File: src/rtl/cache_pkg.sv
package cache_pkg;

  // Cache geometry
  localparam int SET_NUM = 8;                        // Sets in the cache
  localparam int WAY_NUM = 2;                        // Ways per set
  localparam int INDEX_W = $clog2(SET_NUM);          // Set index from addr[4:2]
  localparam int TAG_W   = 32 - INDEX_W - 2;         // Tag from addr[31:5]

  // Backing memory
  localparam int MEM_WORDS   = 256;                  // Word depth so addresses above 1 KB alias
  localparam int MEM_ADDR_W  = $clog2(MEM_WORDS);    // Word address width
  localparam int MEM_LATENCY = 4;                    // Cycles from read command to rvalid

  // Controller states
  typedef enum logic [1:0] {
    CS_IDLE,                                         // Waiting for a request
    CS_RESPOND,                                      // Lookup and hit or store response
    CS_REFILL,                                       // Waiting on memory read
    CS_FILL                                          // Line write and miss response
  } cache_state_t;

endpackage

File: src/rtl/cache_array_if.sv
`timescale 1ns/1ps

interface cache_array_if;
  import cache_pkg::*;

  // Controller side
  logic [INDEX_W-1:0] index;                         // Registered set index
  logic [TAG_W-1:0]   tag;                           // Registered tag
  logic [1:0]         byte_sel;                      // Byte within the word
  logic               fill_en;                       // Write a refilled line
  logic               fill_way;                      // Way to fill
  logic [31:0]        fill_data;                     // Refilled word
  logic               store_en;                      // Merge a byte into the hit line
  logic [7:0]         store_byte;                    // Byte to merge

  // Store side
  logic               hit;                           // Indexed set holds the tag
  logic               hit_way;                       // Way that matched
  logic               victim_way;                    // LRU way of the set
  logic [31:0]        rd_byte;                       // Selected byte, zero-extended

  modport controller (
    output index, tag, byte_sel, fill_en, fill_way, fill_data, store_en, store_byte,
    input  hit, hit_way, victim_way, rd_byte
  );

  modport store (
    input  index, tag, byte_sel, fill_en, fill_way, fill_data, store_en, store_byte,
    output hit, hit_way, victim_way, rd_byte
  );

endinterface

File: src/rtl/cache_tag_store.sv
`timescale 1ns/1ps

module cache_tag_store (
  input  logic          clk,
  input  logic          reset,
  cache_array_if.store  arr
);
  import cache_pkg::*;

  logic [SET_NUM-1:0][WAY_NUM-1:0] valid;            // Line valid bits
  logic [SET_NUM-1:0]              lru;              // Next victim way per set
  logic [TAG_W-1:0]                tag_mem [SET_NUM][WAY_NUM];
  logic [31:0]                     data_mem [SET_NUM][WAY_NUM];

  // Both ways compared in parallel
  always_comb begin
    arr.hit     = 1'b0;
    arr.hit_way = 1'b0;
    for (int w = 0; w < WAY_NUM; w++) begin
      if (valid[arr.index][w] && tag_mem[arr.index][w] == arr.tag) begin
        arr.hit     = 1'b1;
        arr.hit_way = 1'(w);                         // At most one way matches
      end
    end
  end

  assign arr.victim_way = lru[arr.index];            // LRU bit names the victim
  assign arr.rd_byte    = {24'b0, data_mem[arr.index][arr.hit_way][arr.byte_sel*8 +: 8]};

  // Valid and LRU state
  always_ff @(posedge clk) begin
    if (reset) begin
      valid <= '0;
      lru   <= '0;
    end else if (arr.fill_en) begin
      valid[arr.index][arr.fill_way] <= 1'b1;
      lru[arr.index]                 <= ~arr.fill_way;  // Other way is next victim
    end else if (arr.hit) begin
      // Index and tag stay registered between requests, so a repeated
      // update while idle writes the same value again
      lru[arr.index] <= ~arr.hit_way;
    end
  end

  // Tag and data arrays
  always_ff @(posedge clk) begin
    if (arr.fill_en) begin
      tag_mem[arr.index][arr.fill_way]  <= arr.tag;
      data_mem[arr.index][arr.fill_way] <= arr.fill_data;
    end
    if (arr.store_en) begin
      data_mem[arr.index][arr.hit_way][arr.byte_sel*8 +: 8] <= arr.store_byte;  // Byte merge
    end
  end

endmodule

File: src/flat_wrapper.sv
// flat-port wrapper written by rule: the top's interface ports become plain ports
module cache_tag_store_flat import cache_pkg::*;
  (clk, reset, arr_index, arr_tag, arr_byte_sel, arr_fill_en, arr_fill_way, arr_fill_data, arr_store_en, arr_store_byte, arr_hit, arr_hit_way, arr_victim_way, arr_rd_byte);
  cache_array_if arr_i ();
  input  logic clk;
  input  logic reset;
  input wire logic [$bits(arr_i.index)-1:0] arr_index;
  input wire logic [$bits(arr_i.tag)-1:0] arr_tag;
  input wire logic [$bits(arr_i.byte_sel)-1:0] arr_byte_sel;
  input wire logic [$bits(arr_i.fill_en)-1:0] arr_fill_en;
  input wire logic [$bits(arr_i.fill_way)-1:0] arr_fill_way;
  input wire logic [$bits(arr_i.fill_data)-1:0] arr_fill_data;
  input wire logic [$bits(arr_i.store_en)-1:0] arr_store_en;
  input wire logic [$bits(arr_i.store_byte)-1:0] arr_store_byte;
  output wire logic [$bits(arr_i.hit)-1:0] arr_hit;
  output wire logic [$bits(arr_i.hit_way)-1:0] arr_hit_way;
  output wire logic [$bits(arr_i.victim_way)-1:0] arr_victim_way;
  output wire logic [$bits(arr_i.rd_byte)-1:0] arr_rd_byte;
  assign arr_i.index = arr_index;
  assign arr_i.tag = arr_tag;
  assign arr_i.byte_sel = arr_byte_sel;
  assign arr_i.fill_en = arr_fill_en;
  assign arr_i.fill_way = arr_fill_way;
  assign arr_i.fill_data = arr_fill_data;
  assign arr_i.store_en = arr_store_en;
  assign arr_i.store_byte = arr_store_byte;
  assign arr_hit = arr_i.hit;
  assign arr_hit_way = arr_i.hit_way;
  assign arr_victim_way = arr_i.victim_way;
  assign arr_rd_byte = arr_i.rd_byte;
  cache_tag_store u_core (.clk(clk), .reset(reset), .arr(arr_i));
endmodule
File: config.mk
export PLATFORM = sky130hd
export DESIGN_NAME = cache_tag_store_flat
export DESIGN_NICKNAME = d
export VERILOG_FILES = /design/src/rtl/cache_pkg.sv /design/src/rtl/cache_array_if.sv /design/src/rtl/cache_tag_store.sv /design/src/flat_wrapper.sv
export SDC_FILE = /design/constraint.sdc
export NUM_CORES = 1
export LEC_CHECK = 0
export BUFFER_PORTS_ARGS = -buffer_cell sky130_fd_sc_hd__buf_2
export CELL_PAD_IN_SITES_DETAIL_PLACEMENT = 0
export CELL_PAD_IN_SITES_GLOBAL_PLACEMENT = 2
export CORE_AREA = 4 4 309 311
export DETAILED_ROUTE_END_ITERATION = 10
export DIE_AREA = 0 0 313 315
export GPL_TIMING_DRIVEN = 0
export PLACE_DENSITY_LB_ADDON = 0.1
export SYNTH_ARGS = -nofsm -noshare
export SYNTH_HDL_FRONTEND = slang
export SYNTH_SLANG_ARGS = --single-unit
File: constraint.sdc
create_clock -name clk -period 6.45 [get_ports clk]
set_clock_uncertainty 0.1 [all_clocks]
set_input_delay 1.935 -clock clk [delete_from_list [all_inputs] [get_ports clk]]
set_output_delay 1.935 -clock clk [all_outputs]
set_load 0.03 [all_outputs]
==> impl_metrics.prom <==
# TYPE chip_impl_metric gauge
chip_impl_info{name="status",value="complete, but fails checks"} 1
chip_impl_info{name="violated_checks",value="DRC, setup timing"} 1
chip_impl_metric{name="crit_path_max_fanout",unit=""} 10
chip_impl_metric{name="die-height",unit="microns"} 315
chip_impl_metric{name="clock_latency_on_the_worst_skew_pair",unit="ps"} 690
chip_impl_metric{name="worstPathArrival",unit="ps"} 5110
chip_impl_metric{name="tightestPinTransition",unit="ps"} 1220
chip_impl_metric{name="period_minus_slack",unit="ps"} 7150
chip_impl_metric{name="drt_initial_violations",unit=""} 2558
chip_impl_metric{name="critPathRequiredTime",unit="ps"} 4410
chip_impl_metric{name="final_max_slew_viol_count",unit=""} 0
chip_impl_metric{name="slowest_delay",unit="ps"} 900
chip_impl_info{name="grt_setup_unrepaired",value="yes"} 1
chip_impl_metric{name="avgViaCountPerCell",unit=""} 5.97
chip_impl_metric{name="mean_instance_size_in_the_synthesized_netlist",unit="sq um"} 17.6
chip_impl_info{name="hold_path.class",value="reg2reg"} 1
chip_impl_metric{name="clock_sink_count",unit=""} 968
chip_impl_metric{name="grt_max_degree",unit=""} 24
chip_impl_metric{name="whs_path_depth",unit=""} 2
chip_impl_info{name="worst_path_dominant_cell_family",value="buffers and inverters"} 1
chip_impl_metric{name="multi_input_area",unit="sq mm"} 0.0105
chip_impl_metric{name="die_w",unit="microns"} 313
chip_impl_metric{name="grt_pass1_wl",unit="microns"} 188000
chip_impl_metric{name="leakagePower",unit="uW"} 0.0161
chip_impl_metric{name="syn_inst",unit=""} 2252
chip_impl_metric{name="route.detailed.wl_per_inst",unit="microns"} 35.5
chip_impl_metric{name="number_of_buffers_and_inverters_on_the_critical_path",unit=""} 4
chip_impl_metric{name="inserted_clock_buffers",unit=""} 103
chip_impl_metric{name="rows",unit=""} 112
chip_impl_metric{name="share_of_the_core_filled_with_cells_in_the_final_layout",unit=""} 0.518
chip_impl_metric{name="holdBufCountCts",unit=""} 0
chip_impl_metric{name="synthDistinctLibCells",unit=""} 65
chip_impl_metric{name="portBuffers",unit=""} 85
chip_impl_metric{name="synth_async_sr_flop_share",unit=""} 0
chip_impl_metric{name="design.final.nets",unit=""} 2661
chip_impl_info{name="critical-path-slowest-cell",value="clkdlybuf4s15_1"} 1
chip_impl_info{name="synthFlopType",value="edfxtp_1"} 1
chip_impl_metric{name="irDropWorstVdd",unit="V"} 0.000230
chip_impl_metric{name="setup-violations-final",unit=""} 10
chip_impl_metric{name="gp_congestion",unit=""} 0.891
chip_impl_info{name="worstSetupEndpointType",value="primary output"} 1
chip_impl_metric{name="num-fill-cells",unit=""} 7627
chip_impl_metric{name="synth_enable_flop_cells",unit=""} 944
chip_impl_metric{name="timing.max_slew.rel_slack",unit=""} 0.183
chip_impl_info{name="crit_path_cell_trace",value="buf_2 > clkdlybuf4s15_1 > clkbuf_1 > nor2_1 > a31oi_1 > mux4_2 > buf_6"} 1
chip_impl_metric{name="drt-pass1-iter-count",unit=""} 8
chip_impl_metric{name="number_of_hold_slack_violations_in_the_final_timing_report",unit=""} 0
chip_impl_metric{name="routed_wirelength",unit="microns"} 139000
chip_impl_info{name="tritoncts",value="built"} 1
chip_impl_metric{name="track_usage",unit=""} 0.278
chip_impl_metric{name="grt_pass1_vias",unit=""} 22900
chip_impl_metric{name="layout-drive-gt1-share",unit=""} 0.306
chip_impl_info{name="clock_tree.root_cell",value="clkbuf_16"} 1
chip_impl_metric{name="layout.area.seq",unit="sq mm"} 0.0288
chip_impl_metric{name="syn-cell-area",unit="sq mm"} 0.0395
chip_impl_metric{name="post-dp-hpwl",unit="microns"} 91400
chip_impl_metric{name="ys.warnings.count",unit=""} 0
chip_impl_metric{name="min_period_over_period",unit=""} 1.11
chip_impl_metric{name="clockBufferDepth",unit=""} 3
chip_impl_metric{name="worst_r2r_path_depth",unit=""} 12
chip_impl_metric{name="placement.setup.worst_slack",unit="ps"} -2930
chip_impl_metric{name="initial_util",unit=""} 0.426
chip_impl_metric{name="max_cap_violations",unit=""} 0
chip_impl_metric{name="remaining_drc_errors",unit=""} 2
chip_impl_metric{name="cts_h_tree_depth",unit=""} 3
chip_impl_metric{name="worst_path_clk_slew",unit="ps"} 60
chip_impl_metric{name="powerDensity",unit="mW/mm^2"} 298
chip_impl_metric{name="max_freq",unit="MHz"} 140
chip_impl_metric{name="areaGrowthSynthToFinish",unit="%"} 21.5
chip_impl_metric{name="seq_area_frac_synth",unit=""} 0.729
chip_impl_metric{name="grt_overflow",unit=""} 0
chip_impl_metric{name="finalWorstSetupSlack",unit="ps"} -700
chip_impl_metric{name="via_count",unit=""} 23400
chip_impl_metric{name="ys_ff_latch",unit=""} 968
chip_impl_metric{name="io_pins",unit=""} 112
chip_impl_metric{name="dieArea",unit="sq mm"} 0.0986
chip_impl_info{name="timing.setup.critical_path_class",value="in2out"} 1
chip_impl_info{name="start_kind",value="primary input"} 1
chip_impl_metric{name="antenna_violating_nets_post_route",unit=""} 0
chip_impl_metric{name="grt_antenna_before_repair",unit=""} 8
chip_impl_metric{name="core",unit="sq mm"} 0.0928
chip_impl_metric{name="critical_path_depth",unit=""} 7
power by group:
group / internal, uW / switching (uW) / total, uW
Sequential: 7060 / 33.3 / 7090
Combinational: 467 / 826 / 1290
Clock: 3440 / 2510 / 5950
worst reg2reg max path, cell delays in order (launching register included):
cell and delay (ps):
edfxtp_1 370, mux4_2 490, mux2i_2 210, xor2_2 220
o2111ai_4 200, nor4_4 330, and4_1 250, buf_6 130
buf_4 150, buf_16 120, buf_4 210, a31oi_2 200
nor2_1 1000
sequential cells by signal, summed over array words and instances (netlist names):
name	flops
u_core.valid	16
u_core.lru	8
u_core.data_mem	512
u_core.tag_mem	432
per-stage QoR:
stage	hold WS [ps]	setup TNS (ps)	total power [uW]	cells	instance area [sq um]
final	368	-4810	14300	3915	48000
after global routing	392	-4960	14700	3914	48000
after CTS	372	-4940	14300	3872	47300
after detailed placement	358	-422810	8310	3631	42100
after global placement	345	-1206900	8280	3614	41700
after floorplan	335	-379	7800	2275	39700
path summary, 6_finish.rpt:
check	from	endpoint	slack (ps)
setup / recovery	arr_byte_sel[0]	arr_rd_byte[4]	-700
hold reg to reg	u_core.valid[4]$_SDFFE_PP0P_	u_core.valid[4]$_SDFFE_PP0P_	370
hold / removal	u_core.valid[4]$_SDFFE_PP0P_	u_core.valid[4]$_SDFFE_PP0P_	370
setup reg to reg	u_core.tag_mem[4][6]$_DFFE_PP_	u_core.data_mem[4][16]$_DFFE_PP_	2080
Yosys cell counts, types with 4 or more instances:
cell / count / area [sq um]
and2_1: 12 / 75.1
o21ai_0: 28 / 140
a22oi_1: 72 / 541
buf_2: 48 / 240
and4_1: 7 / 61.3
nand2b_1: 13 / 81.3
nand4_1: 9 / 56.3
mux2_2: 105 / 1180
o22a_1: 5 / 43.8
buf_4: 40 / 300
nor2b_1: 9 / 56.3
a221o_1: 6 / 60.1
nand3_1: 11 / 55.1
buf_1: 7 / 26.3
o22ai_1: 12 / 75.1
dfxtp_1: 24 / 480
o211ai_1: 5 / 37.5
a21oi_1: 81 / 405
clkbuf_1: 43 / 161
nor2_1: 166 / 623
mux2_4: 6 / 90.1
xnor2_1: 6 / 52.6
buf_6: 19 / 214
and3_1: 16 / 100
ha_1: 5 / 62.6
mux2i_1: 149 / 1490
o31ai_1: 8 / 60.1
a31oi_2: 4 / 50.1
o21a_1: 32 / 240
a22o_1: 21 / 184
nor3_1: 4 / 20.0
inv_1: 11 / 41.3
a31oi_1: 8 / 50.1
a221oi_1: 64 / 561
a221oi_2: 8 / 120
edfxtp_1: 944 / 28300
xor2_1: 33 / 289
nand2_1: 68 / 255
mux4_2: 99 / 2230
routing by layer:
layer / wire (microns) / track usage / vias to the layer above
met5: 78 / 0 / -
met4: 6250 / 0.105 / 12
met3: 10800 / 0.0532 / 256
met2: 68000 / 0.469 / 1118
met1: 53800 / 0.360 / 12300
li1: - / - / 9696
final cells by class:
cell class,count,share of cell area
timing repair buffer,204,0.0375
clock inverter,60,0.0145
buffer,153,0.0401
sequential,968,0.600
clock buffer,126,0.0555
inverter,13,0.00143
tap,1254,0.0327
multi-input combinational,1136,0.218
antenna,1,0.0000521
cell families after synthesis:
group                      count (synthesis)  share of synthesized area
buffers and inverters                    171                     0.0256
DFF                                      968                      0.729
xor gates and xnor gates                  39                    0.00864
AOI/OAI and AO/OA                        377                     0.0701
muxes                                    360                      0.127
adders and majority gates                  5                    0.00158
and+or+nand+nor                          331                     0.0381
other                                      1                  0.0000949
cells in the final DEF (no fill, tap or decap), types with 15 or more instances in the layout:
master and instances:
nand2_1 65, clkbuf_1 33, a221oi_1 50, o21ai_0 22, dfxtp_1 24, conb_1 24, mux2i_1 143, a22oi_1 71
buf_6 29, clkinv_2 19, mux2_2 104, o21a_1 32, buf_12 44, and3_1 15, edfxtp_1 944, buf_4 121
nor2_4 31, a21oi_1 70, a221oi_2 20, xor2_1 28, clkinv_1 18, buf_2 81, a22o_1 21, clkbuf_16 106
buf_16 21, mux4_2 99, nor2_1 138
what timing repair did:
item | CTS | global route
gates cloned | 4 | 3
buffers inserted | 55 | 40
pin swaps | 24 | 22
resized for setup | 356 | 66
endpoints found under the setup margin | 267 | 11
endpoints found under the hold margin | 0 | 0
No activity file was read; power rests on OpenSTA's default activity.
