**src/rtl/cache_pkg.sv**
```systemverilog
package cache_pkg;

  // Cache geometry
  localparam int SET_NUM = 8;                        // Sets in the cache
  localparam int WAY_NUM = 2;                        // Ways per set
  localparam int INDEX_W = $clog2(SET_NUM);          // Set index from addr[4:2]
  localparam int TAG_W   = 32 - INDEX_W - 2;         // Tag from addr[31:5]

  // Backing memory
  localparam int MEM_WORDS   = 256;                  // Word depth so addresses above 1 KB alias
  localparam int MEM_ADDR_W  = $clog2(MEM_WORDS);    // Word address width
  localparam int MEM_LATENCY = 4;                    // Cycles from read command to rvalid

  // Controller states
  typedef enum logic [1:0] {
    CS_IDLE,                                         // Waiting for a request
    CS_RESPOND,                                      // Lookup and hit or store response
    CS_REFILL,                                       // Waiting on memory read
    CS_FILL                                          // Line write and miss response
  } cache_state_t;

endpackage

```
**src/rtl/cache_array_if.sv**
```systemverilog
`timescale 1ns/1ps

interface cache_array_if;
  import cache_pkg::*;

  // Controller side
  logic [INDEX_W-1:0] index;                         // Registered set index
  logic [TAG_W-1:0]   tag;                           // Registered tag
  logic [1:0]         byte_sel;                      // Byte within the word
  logic               fill_en;                       // Write a refilled line
  logic               fill_way;                      // Way to fill
  logic [31:0]        fill_data;                     // Refilled word
  logic               store_en;                      // Merge a byte into the hit line
  logic [7:0]         store_byte;                    // Byte to merge

  // Store side
  logic               hit;                           // Indexed set holds the tag
  logic               hit_way;                       // Way that matched
  logic               victim_way;                    // LRU way of the set
  logic [31:0]        rd_byte;                       // Selected byte, zero-extended

  modport controller (
    output index, tag, byte_sel, fill_en, fill_way, fill_data, store_en, store_byte,
    input  hit, hit_way, victim_way, rd_byte
  );

  modport store (
    input  index, tag, byte_sel, fill_en, fill_way, fill_data, store_en, store_byte,
    output hit, hit_way, victim_way, rd_byte
  );

endinterface

```
**src/rtl/cache_controller.sv**
```systemverilog
`timescale 1ns/1ps

module cache_controller (
  input  logic                              clk,
  input  logic                              reset,
  input  logic                              req_load,
  input  logic                              req_store,
  input  logic [31:0]                       req_addr,
  input  logic [7:0]                        req_wdata,
  output logic                              busy,
  output logic                              resp_valid,
  output logic                              resp_hit,
  output logic [31:0]                       resp_data,
  output logic                              mem_read,
  output logic                              mem_write,
  output logic [cache_pkg::MEM_ADDR_W-1:0]  mem_addr,
  output logic [7:0]                        mem_wdata,
  output logic [1:0]                        mem_byte_sel,
  input  logic                              mem_rvalid,
  input  logic [31:0]                       mem_rdata,
  cache_array_if.controller                 arr
);
  import cache_pkg::*;

  cache_state_t       state;
  logic               accept;                        // Request taken this edge
  logic               is_store_q;                    // Registered operation
  logic [INDEX_W-1:0] index_q;
  logic [TAG_W-1:0]   tag_q;
  logic [1:0]         byte_sel_q;
  logic [7:0]         wdata_q;
  logic [31:0]        refill_q;                      // Word returned by memory

  assign accept = (state == CS_IDLE) && (req_load ^ req_store);  // Exactly one strobe
  assign busy   = (state != CS_IDLE);

  always_ff @(posedge clk) begin
    if (reset) begin
      state      <= CS_IDLE;
      resp_valid <= 1'b0;
    end else begin
      resp_valid <= 1'b0;                            // One-cycle pulse
      case (state)
        CS_IDLE: begin
          if (accept) state <= CS_RESPOND;
        end
        CS_RESPOND: begin
          if (is_store_q || arr.hit) begin
            state      <= CS_IDLE;
            resp_valid <= 1'b1;
          end else begin
            state <= CS_REFILL;                      // Read issued this cycle
          end
        end
        CS_REFILL: begin
          if (mem_rvalid) state <= CS_FILL;
        end
        CS_FILL: begin
          state      <= CS_IDLE;
          resp_valid <= 1'b1;
        end
        default: state <= CS_IDLE;
      endcase
    end
  end

  // Request, refill and response payload
  always_ff @(posedge clk) begin
    if (accept) begin
      is_store_q <= req_store;
      index_q    <= req_addr[INDEX_W+1:2];
      tag_q      <= req_addr[31:INDEX_W+2];
      byte_sel_q <= req_addr[1:0];
      wdata_q    <= req_wdata;
    end
    if (state == CS_REFILL && mem_rvalid) refill_q <= mem_rdata;
    if (state == CS_RESPOND) begin
      resp_hit  <= arr.hit;                          // Store reports line presence
      resp_data <= is_store_q ? {24'b0, wdata_q} : arr.rd_byte;
    end
    if (state == CS_FILL) begin
      resp_hit  <= 1'b0;
      resp_data <= {24'b0, refill_q[byte_sel_q*8 +: 8]};
    end
  end

  // Memory commands
  assign mem_read     = (state == CS_RESPOND) && !is_store_q && !arr.hit;
  assign mem_write    = (state == CS_RESPOND) && is_store_q;  // Write-through always
  assign mem_addr     = {tag_q[MEM_ADDR_W-INDEX_W-1:0], index_q};
  assign mem_wdata    = wdata_q;
  assign mem_byte_sel = byte_sel_q;

  // Store array side
  assign arr.index      = index_q;
  assign arr.tag        = tag_q;
  assign arr.byte_sel   = byte_sel_q;
  assign arr.fill_en    = (state == CS_FILL);
  assign arr.fill_way   = arr.victim_way;            // Set untouched during refill
  assign arr.fill_data  = refill_q;
  assign arr.store_en   = mem_write && arr.hit;      // No allocate on store miss
  assign arr.store_byte = wdata_q;

endmodule

```
**src/flat_wrapper.sv**
```systemverilog
// flat-port wrapper written by rule: the top's interface ports become plain ports
module cache_controller_flat import cache_pkg::*;
  (clk, reset, req_load, req_store, req_addr, req_wdata, busy, resp_valid, resp_hit, resp_data, mem_read, mem_write, mem_addr, mem_wdata, mem_byte_sel, mem_rvalid, mem_rdata, arr_index, arr_tag, arr_byte_sel, arr_fill_en, arr_fill_way, arr_fill_data, arr_store_en, arr_store_byte, arr_hit, arr_hit_way, arr_victim_way, arr_rd_byte);
  cache_array_if arr_i ();
  input  logic clk;
  input  logic reset;
  input  logic req_load;
  input  logic req_store;
  input  logic [31:0] req_addr;
  input  logic [7:0] req_wdata;
  output logic busy;
  output logic resp_valid;
  output logic resp_hit;
  output logic [31:0] resp_data;
  output logic mem_read;
  output logic mem_write;
  output logic [cache_pkg::MEM_ADDR_W-1:0] mem_addr;
  output logic [7:0] mem_wdata;
  output logic [1:0] mem_byte_sel;
  input  logic mem_rvalid;
  input  logic [31:0] mem_rdata;
  output wire logic [$bits(arr_i.index)-1:0] arr_index;
  output wire logic [$bits(arr_i.tag)-1:0] arr_tag;
  output wire logic [$bits(arr_i.byte_sel)-1:0] arr_byte_sel;
  output wire logic [$bits(arr_i.fill_en)-1:0] arr_fill_en;
  output wire logic [$bits(arr_i.fill_way)-1:0] arr_fill_way;
  output wire logic [$bits(arr_i.fill_data)-1:0] arr_fill_data;
  output wire logic [$bits(arr_i.store_en)-1:0] arr_store_en;
  output wire logic [$bits(arr_i.store_byte)-1:0] arr_store_byte;
  input wire logic [$bits(arr_i.hit)-1:0] arr_hit;
  input wire logic [$bits(arr_i.hit_way)-1:0] arr_hit_way;
  input wire logic [$bits(arr_i.victim_way)-1:0] arr_victim_way;
  input wire logic [$bits(arr_i.rd_byte)-1:0] arr_rd_byte;
  assign arr_index = arr_i.index;
  assign arr_tag = arr_i.tag;
  assign arr_byte_sel = arr_i.byte_sel;
  assign arr_fill_en = arr_i.fill_en;
  assign arr_fill_way = arr_i.fill_way;
  assign arr_fill_data = arr_i.fill_data;
  assign arr_store_en = arr_i.store_en;
  assign arr_store_byte = arr_i.store_byte;
  assign arr_i.hit = arr_hit;
  assign arr_i.hit_way = arr_hit_way;
  assign arr_i.victim_way = arr_victim_way;
  assign arr_i.rd_byte = arr_rd_byte;
  cache_controller u_core (.clk(clk), .reset(reset), .req_load(req_load), .req_store(req_store), .req_addr(req_addr), .req_wdata(req_wdata), .busy(busy), .resp_valid(resp_valid), .resp_hit(resp_hit), .resp_data(resp_data), .mem_read(mem_read), .mem_write(mem_write), .mem_addr(mem_addr), .mem_wdata(mem_wdata), .mem_byte_sel(mem_byte_sel), .mem_rvalid(mem_rvalid), .mem_rdata(mem_rdata), .arr(arr_i));
endmodule
```
**config.mk**
```make
export PLATFORM = sky130hd
export DESIGN_NAME = cache_controller_flat
export DESIGN_NICKNAME = d
export VERILOG_FILES = /design/src/rtl/cache_pkg.sv /design/src/rtl/cache_array_if.sv /design/src/rtl/cache_controller.sv /design/src/flat_wrapper.sv
export SDC_FILE = /design/constraint.sdc
export NUM_CORES = 1
export LEC_CHECK = 0
export CAP_MARGIN = 15
export CORE_ASPECT_RATIO = 0.6
export CORE_MARGIN = 2
export CORE_UTILIZATION = 45
export DETAILED_ROUTE_END_ITERATION = 10
export DONT_BUFFER_PORTS = 1
export PLACE_DENSITY = 0.66
export SLEW_MARGIN = 20
export SYNTH_ARGS = -nofsm -noshare
export SYNTH_HDL_FRONTEND = slang
export SYNTH_SLANG_ARGS = --single-unit
```
**constraint.sdc**
```tcl
create_clock -name clk -period 4 [get_ports clk]
set_input_delay 0.2 -clock clk [delete_from_list [all_inputs] [get_ports clk]]
set_output_delay 0.2 -clock clk [all_outputs]
set_load 0.02 [all_outputs]
```
==> qor.yml, run 1 <==
drt-total-wl_mm: 9.718
setup.worst_path.end: "u_core.arr.tag[10]"
endpoint_kind: "flop"
max-cap-violations: 0
slew_violations: 0
worst_ir_drop_vdd_v: 0.0003443
drc: 0
synth_seq_cells: 109
post_cts_buffers: 0
synth_cell_type_count: 31
start_util: 0.4671
cp.required_ns: 4.03
rrSetupSlack_ns: 1.50
pin_count: 242
gp_congestion: 0.6952
r2r_start: "u_core.state[0]"
grt_pass1_wl_mm: 14.48
htreeDepth: 3
place_area_um2: 3954
finalWorstSetupSlack_ns: 1.504
finalSetupViolCount: 0
yosys.area_share.simple: 0.04273
netlist_area_um2: 4011
core_area_um2: 8588
clock_sinks: 109
slew_headroom: 0.3968
hp-class: "primary input to flop"
area_growth_pct: 30.72
rsz0062_at_grt: "false"
wl_per_cell_um: 22.55
syn_nets: 342
ys_warn_count: 0
die_x_um: 125.9
vias: 2337
postSynthAreaPerCell_um2: 17.44
clkLatencyLatePin_ns: 0.34
layout_common_cells: "dlygate4sd3_1, edfxtp_1, dfxtp_1"
grt-ovfl-total: 0
post-route-util: 0.6106
placementRows: 26
synthAdderAreaFrac: 0
synth-xor-area-share: 0.002183
clk_pin_slew_worst_paths_ns: 0.07
layout_commonest_cell: "dlygate4sd3_1"
switching_share: 0.2668
die_h_um: 77.14
p_leak_uw: 0.001838
final_nets: 426
critPathLaunch: "u_core.state[0]"
drt_pass1_iterations: 4
numPortBuffers: 0
synth_mux_area_frac: 0.03119
antennaDiodeCount: 0
dieArea_um2: 9711
dpl_worst_slack_ns: 1.496
stdcell_area_um2: 5244
grt_pass1_vias: 2483
crit_type: "flop to flop"
synth_top_family_by_area: "compound AO/OA/AOI/OAI gates"
combPwrFrac: 0.088
cts_tree: "done"
synth-compound-area-share: 0.1145
fin_crit_sh: 0.6240
fin_crit_ns: 2.496
status: "finished clean"
cts_hold_buffers: 99
drtIter0Drc: 163
fill_cells: 622
clock_power_share: 0.326
hold_violations: 0
cts-resized-gates: 0
via_per_inst: 5.422
power.switching_uw: 714.8
worstSetupStartpointType: "flop"
p_seq_frac: 0.587
synth_seq_area_share: 0.7461
setup_tns_ns: 0
ant_nets: 0
crit_arrival_ns: 2.53
layout.cells.non_filler: 431
reg2regPathDepth: 4
synth_cells: 230
track_usage: 0.1987
ctsLongestPathBuffers: 2
power.internal_uw: 1965
drive_above_1_share: 0.1034
cts_buffers: 9
cp_max_fo: 27
grt_max_degree: 33
power_density_nw_per_um2: 510.9
r2r-end: "u_core.arr.tag[10]"
hold_path_depth: 2
tightest_slew_ns: 0.9048
cts_root_buf: "clkbuf_16"
clock_skew_ns: 0.008970
placedCellCount: 316
timing.fmax_mhz: 400.7
antenna_found_initial: 0
[critical path, cell delays in order (launching register included)]
cell and delay [ns]:
dfxtp_1 0.56, inv_2 0.50, nand2_1 0.32, nor2_4 0.48, buf_4 0.32
[power by group through the flow]
stage | clock, µW | combinational [µW] | sequential [µW]
after detailed placement | 0 | 155 | 1600
after global routing | 940 | 255 | 1580
after global placement | 0 | 149 | 1590
after floorplan | 0 | 184 | 1540
after CTS | 898 | 235 | 1570
final | 872 | 235 | 1570
[layer usage]
layer / global-route usage / routed length, µm
met2: 0.3328 / 4991
met5: 0 / 0
met3: 0.08234 / 901
met4: 0.05275 / 89
met1: 0.2388 / 3736
[per-stage QoR]
step	hold slack [ns]	power, µW
final	0.03782	2679
after global routing	0.03210	2777
after CTS	0.02968	2704
after detailed placement	0.2799	1752
after floorplan	0.2768	1724
after global placement	0.2795	1742
[cells in the mapped netlist, drive strengths merged]
cell type / number / area, µm²
o21ai: 2 / 10.01
and3: 2 / 12.51
dfxtp: 28 / 560.5
nand2: 4 / 22.52
mux4: 2 / 45.04
buf: 30 / 239.0
edfxtp: 81 / 2432
a2111oi: 7 / 125.1
nor3: 3 / 15.01
o21ba: 1 / 10.01
nor2: 4 / 22.52
nand3: 1 / 5.000
a31o: 1 / 8.760
a22o: 24 / 210.2
nand2b: 1 / 6.260
xnor2: 1 / 8.760
clkbuf: 1 / 3.750
mux2i: 8 / 80.08
a211oi: 12 / 95.09
and2: 1 / 6.260
nor2b: 13 / 81.33
inv: 3 / 11.26
[sequential cells by signal (all words and copies together), names as in the netlist, named ones only]
name and count:
u_core.is_store_q 1, u_core.arr.byte_sel 2, u_core.state 1, u_core.arr.fill_data 32
u_core.arr.tag 27, u_core.resp_data 32, u_core.arr.store_byte 8, u_core.resp_valid 1
u_core.arr.index 3, u_core.resp_hit 1
[logic make-up (layout without fill, tap and decap cells)]
group                     Yosys count  count (layout)
DFF                               109             109
muxes                              10              10
xor gates and xnor gates            1               1
and+or+nand+nor                    29              29
buffers and inverters              34             123
AOI/OAI and AO/OA                  47              47
[worst min-delay path by stage]
stage | from | to | slack [ns]
final | mem_rvalid | u_core.state[0] | 0.04
after CTS | mem_rvalid | u_core.state[0] | 0.03
after floorplan | reset | u_core.resp_valid | 0.28
after global routing | reset | flop | 0.03
after detailed placement | reset | u_core.state[0] | 0.28
after global placement | reset | u_core.resp_valid | 0.28
[cell type report]
class                      count  area (µm²)  share of cell area
sequential                   109        2993              0.5707
timing repair buffer         104        1028              0.1961
multi-input combinational     87       772.0              0.1472
clock buffer                  10       229.0             0.04367
tap                          112       140.1             0.02672
clock inverter                 6       70.07             0.01336
inverter                       3       11.26            0.002147
No activity file was read; power rests on OpenSTA's default activity.
==> run 2: changes to the inputs <==
Clock period 4 ns to 2.3 ns, I/O delays scaled along.
==> run 2 against run 1 <==
Combinational power increased by 91%; non-clock buffer count is 7 higher; first-iteration DRC count decreased by 36%; clock power grew 74%; critical endpoint is now arr_store_en; register-to-register slack worse by 0.98 ns; cell count is 1.6% higher; critical path type is now flop to primary output; design area grew 1.2%; largest cell class unchanged; critical path depth down 2.
==> qor.yml, run 2 (synthesized netlist as in run 1, its figures left out) <==
slew_headroom: 0.4745
worstPathCellList: "and3_1, and2_1"
grt_max_degree: 42
dpl_worst_slack_ns: 0.5280
drtIter0Drc: 105
switching_share: 0.2848
htreeDepth: 3
wl_per_cell_um: 23.31
cp_max_fo: 12
cts_buffers: 9
status: "finished clean"
clock_power_share: 0.323
ctsLongestPathBuffers: 2
drt-total-wl_mm: 10.21
gp_congestion: 0.7031
power_density_nw_per_um2: 882.9
cts_tree: "done"
track_usage: 0.2069
p_leak_uw: 0.001879
core_area_um2: 8588
grt_pass1_wl_mm: 14.89
critPathTopFamily: "flip-flops"
area_growth_pct: 32.35
cts-resized-gates: 0
drc: 0
final_nets: 433
layout.cells.non_filler: 438
crit_arrival_ns: 1.90
setup_tns_ns: 0
grt-ovfl-total: 0
worst_ir_drop_vdd_v: 0.0004709
start_util: 0.4671
p_seq_frac: 0.581
numPortBuffers: 0
max-cap-violations: 0
layout_common_cells: "dlygate4sd3_1, edfxtp_1, dfxtp_1"
hp-class: "primary input to flop"
hold_violations: 0
dieArea_um2: 9711
ant_nets: 0
endpoint_kind: "primary output"
pin_count: 242
clk_pin_slew_worst_paths_ns: 0.07
worstSetupStartpointType: "flop"
die_h_um: 77.14
cp_slowest_cell: "edfxtp_1"
antenna_found_initial: 0
power.internal_uw: 3352
clkLatencyLatePin_ns: 0.34
tightest_slew_ns: 0.7882
worst-path-buf-inv: 0
via_per_inst: 5.420
grt_pass1_vias: 2531
drive_above_1_share: 0.1227
fin_crit_ns: 2.010
cp_slowest_stage_delay_ns: 0.87
cp.required_ns: 2.18
vias: 2374
place_hpwl_mm: 6.745
finalWorstSetupSlack_ns: 0.2899
cts_root_buf: "clkbuf_16"
antennaDiodeCount: 0
die_x_um: 125.9
fin_crit_sh: 0.8739
clock_skew_ns: 0.006853
combPwrFrac: 0.096
crit_type: "flop to primary output"
clock_sinks: 109
placementRows: 26
timing.fmax_mhz: 497.5
layout_commonest_cell: "dlygate4sd3_1"
placedCellCount: 322
finalSetupViolCount: 0
rsz0062_at_grt: "false"
power.switching_uw: 1335
drt_pass1_iterations: 4
slew_violations: 0
==> run 2: metrics by stage <==
step / hold WS, ns / cell area, µm² / utilization / total power, µW
floorplan: 0.1918 / 4019 / - / 2997
CTS: 0.04524 / 5309 / 0.6182 / 4703
global placement: 0.1949 / 4011 / 0.4671 / 3046
detailed placement: 0.1948 / 4011 / 0.4671 / 3066
finish: 0.05642 / 5309 / 0.6182 / 4687
global route: 0.05318 / 5309 / 0.6182 / 4839
==> run 2: power by group through the flow <==
stage	Combinational, µW	Clock [µW]	Sequential [µW]
global placement	288	0	2760
detailed placement	301	0	2770
CTS	442	1540	2720
global route	481	1620	2740
floorplan	324	0	2670
finish	448	1520	2720
==> run 2: final cells by class <==
class,count,area [µm²]
timing repair buffer,111,1096
tap,112,140.1
sequential,109,2993
inverter,3,11.26
fill,639,3279
clock buffer,9,225.2
multi-input combinational,87,772.0
clock inverter,7,71.32
==> run 2: final timing paths <==
check | start | end | slack, ns | cells past startpoint
setup / recovery | u_core.is_store_q | arr_store_en | 0.29 | 2
hold / removal | arr_hit | flop | 0.06 | 2
setup reg to reg | u_core.arr.byte_sel[0] | u_core.resp_data[1] | 0.52 | 4
hold reg to reg | u_core.resp_data[22] | u_core.resp_data[22] | 0.65 | 1
==> run 2: repair_timing <==
action | in CTS | in global routing
endpoints found under the setup margin | 0 | 0
buffers inserted | 0 | 0
hold buffers | 100 | 0
endpoints found under the hold margin | 101 | 0
==> run 2: per-layer routing <==
layer | up-vias | part of all wire | global-route usage
li1 | 1051 | - | -
met1 | 1160 | 0.40 | 0.2480
met2 | 146 | 0.50 | 0.3495
met3 | 17 | 0.078 | 0.07467
met4 | 0 | 0.021 | 0.06813
met5 | - | 0 | 0
==> run 2: worst reg2reg max path, delay by kind of cell, from the launching register on <==
| kind | cells | cell delay (ns) |
|---|---|---|
| flops | 1 | 0.62 |
| simple gates | 1 | 0.06 |
| compound gates | 2 | 0.54 |
| buf+inv | 1 | 0.30 |
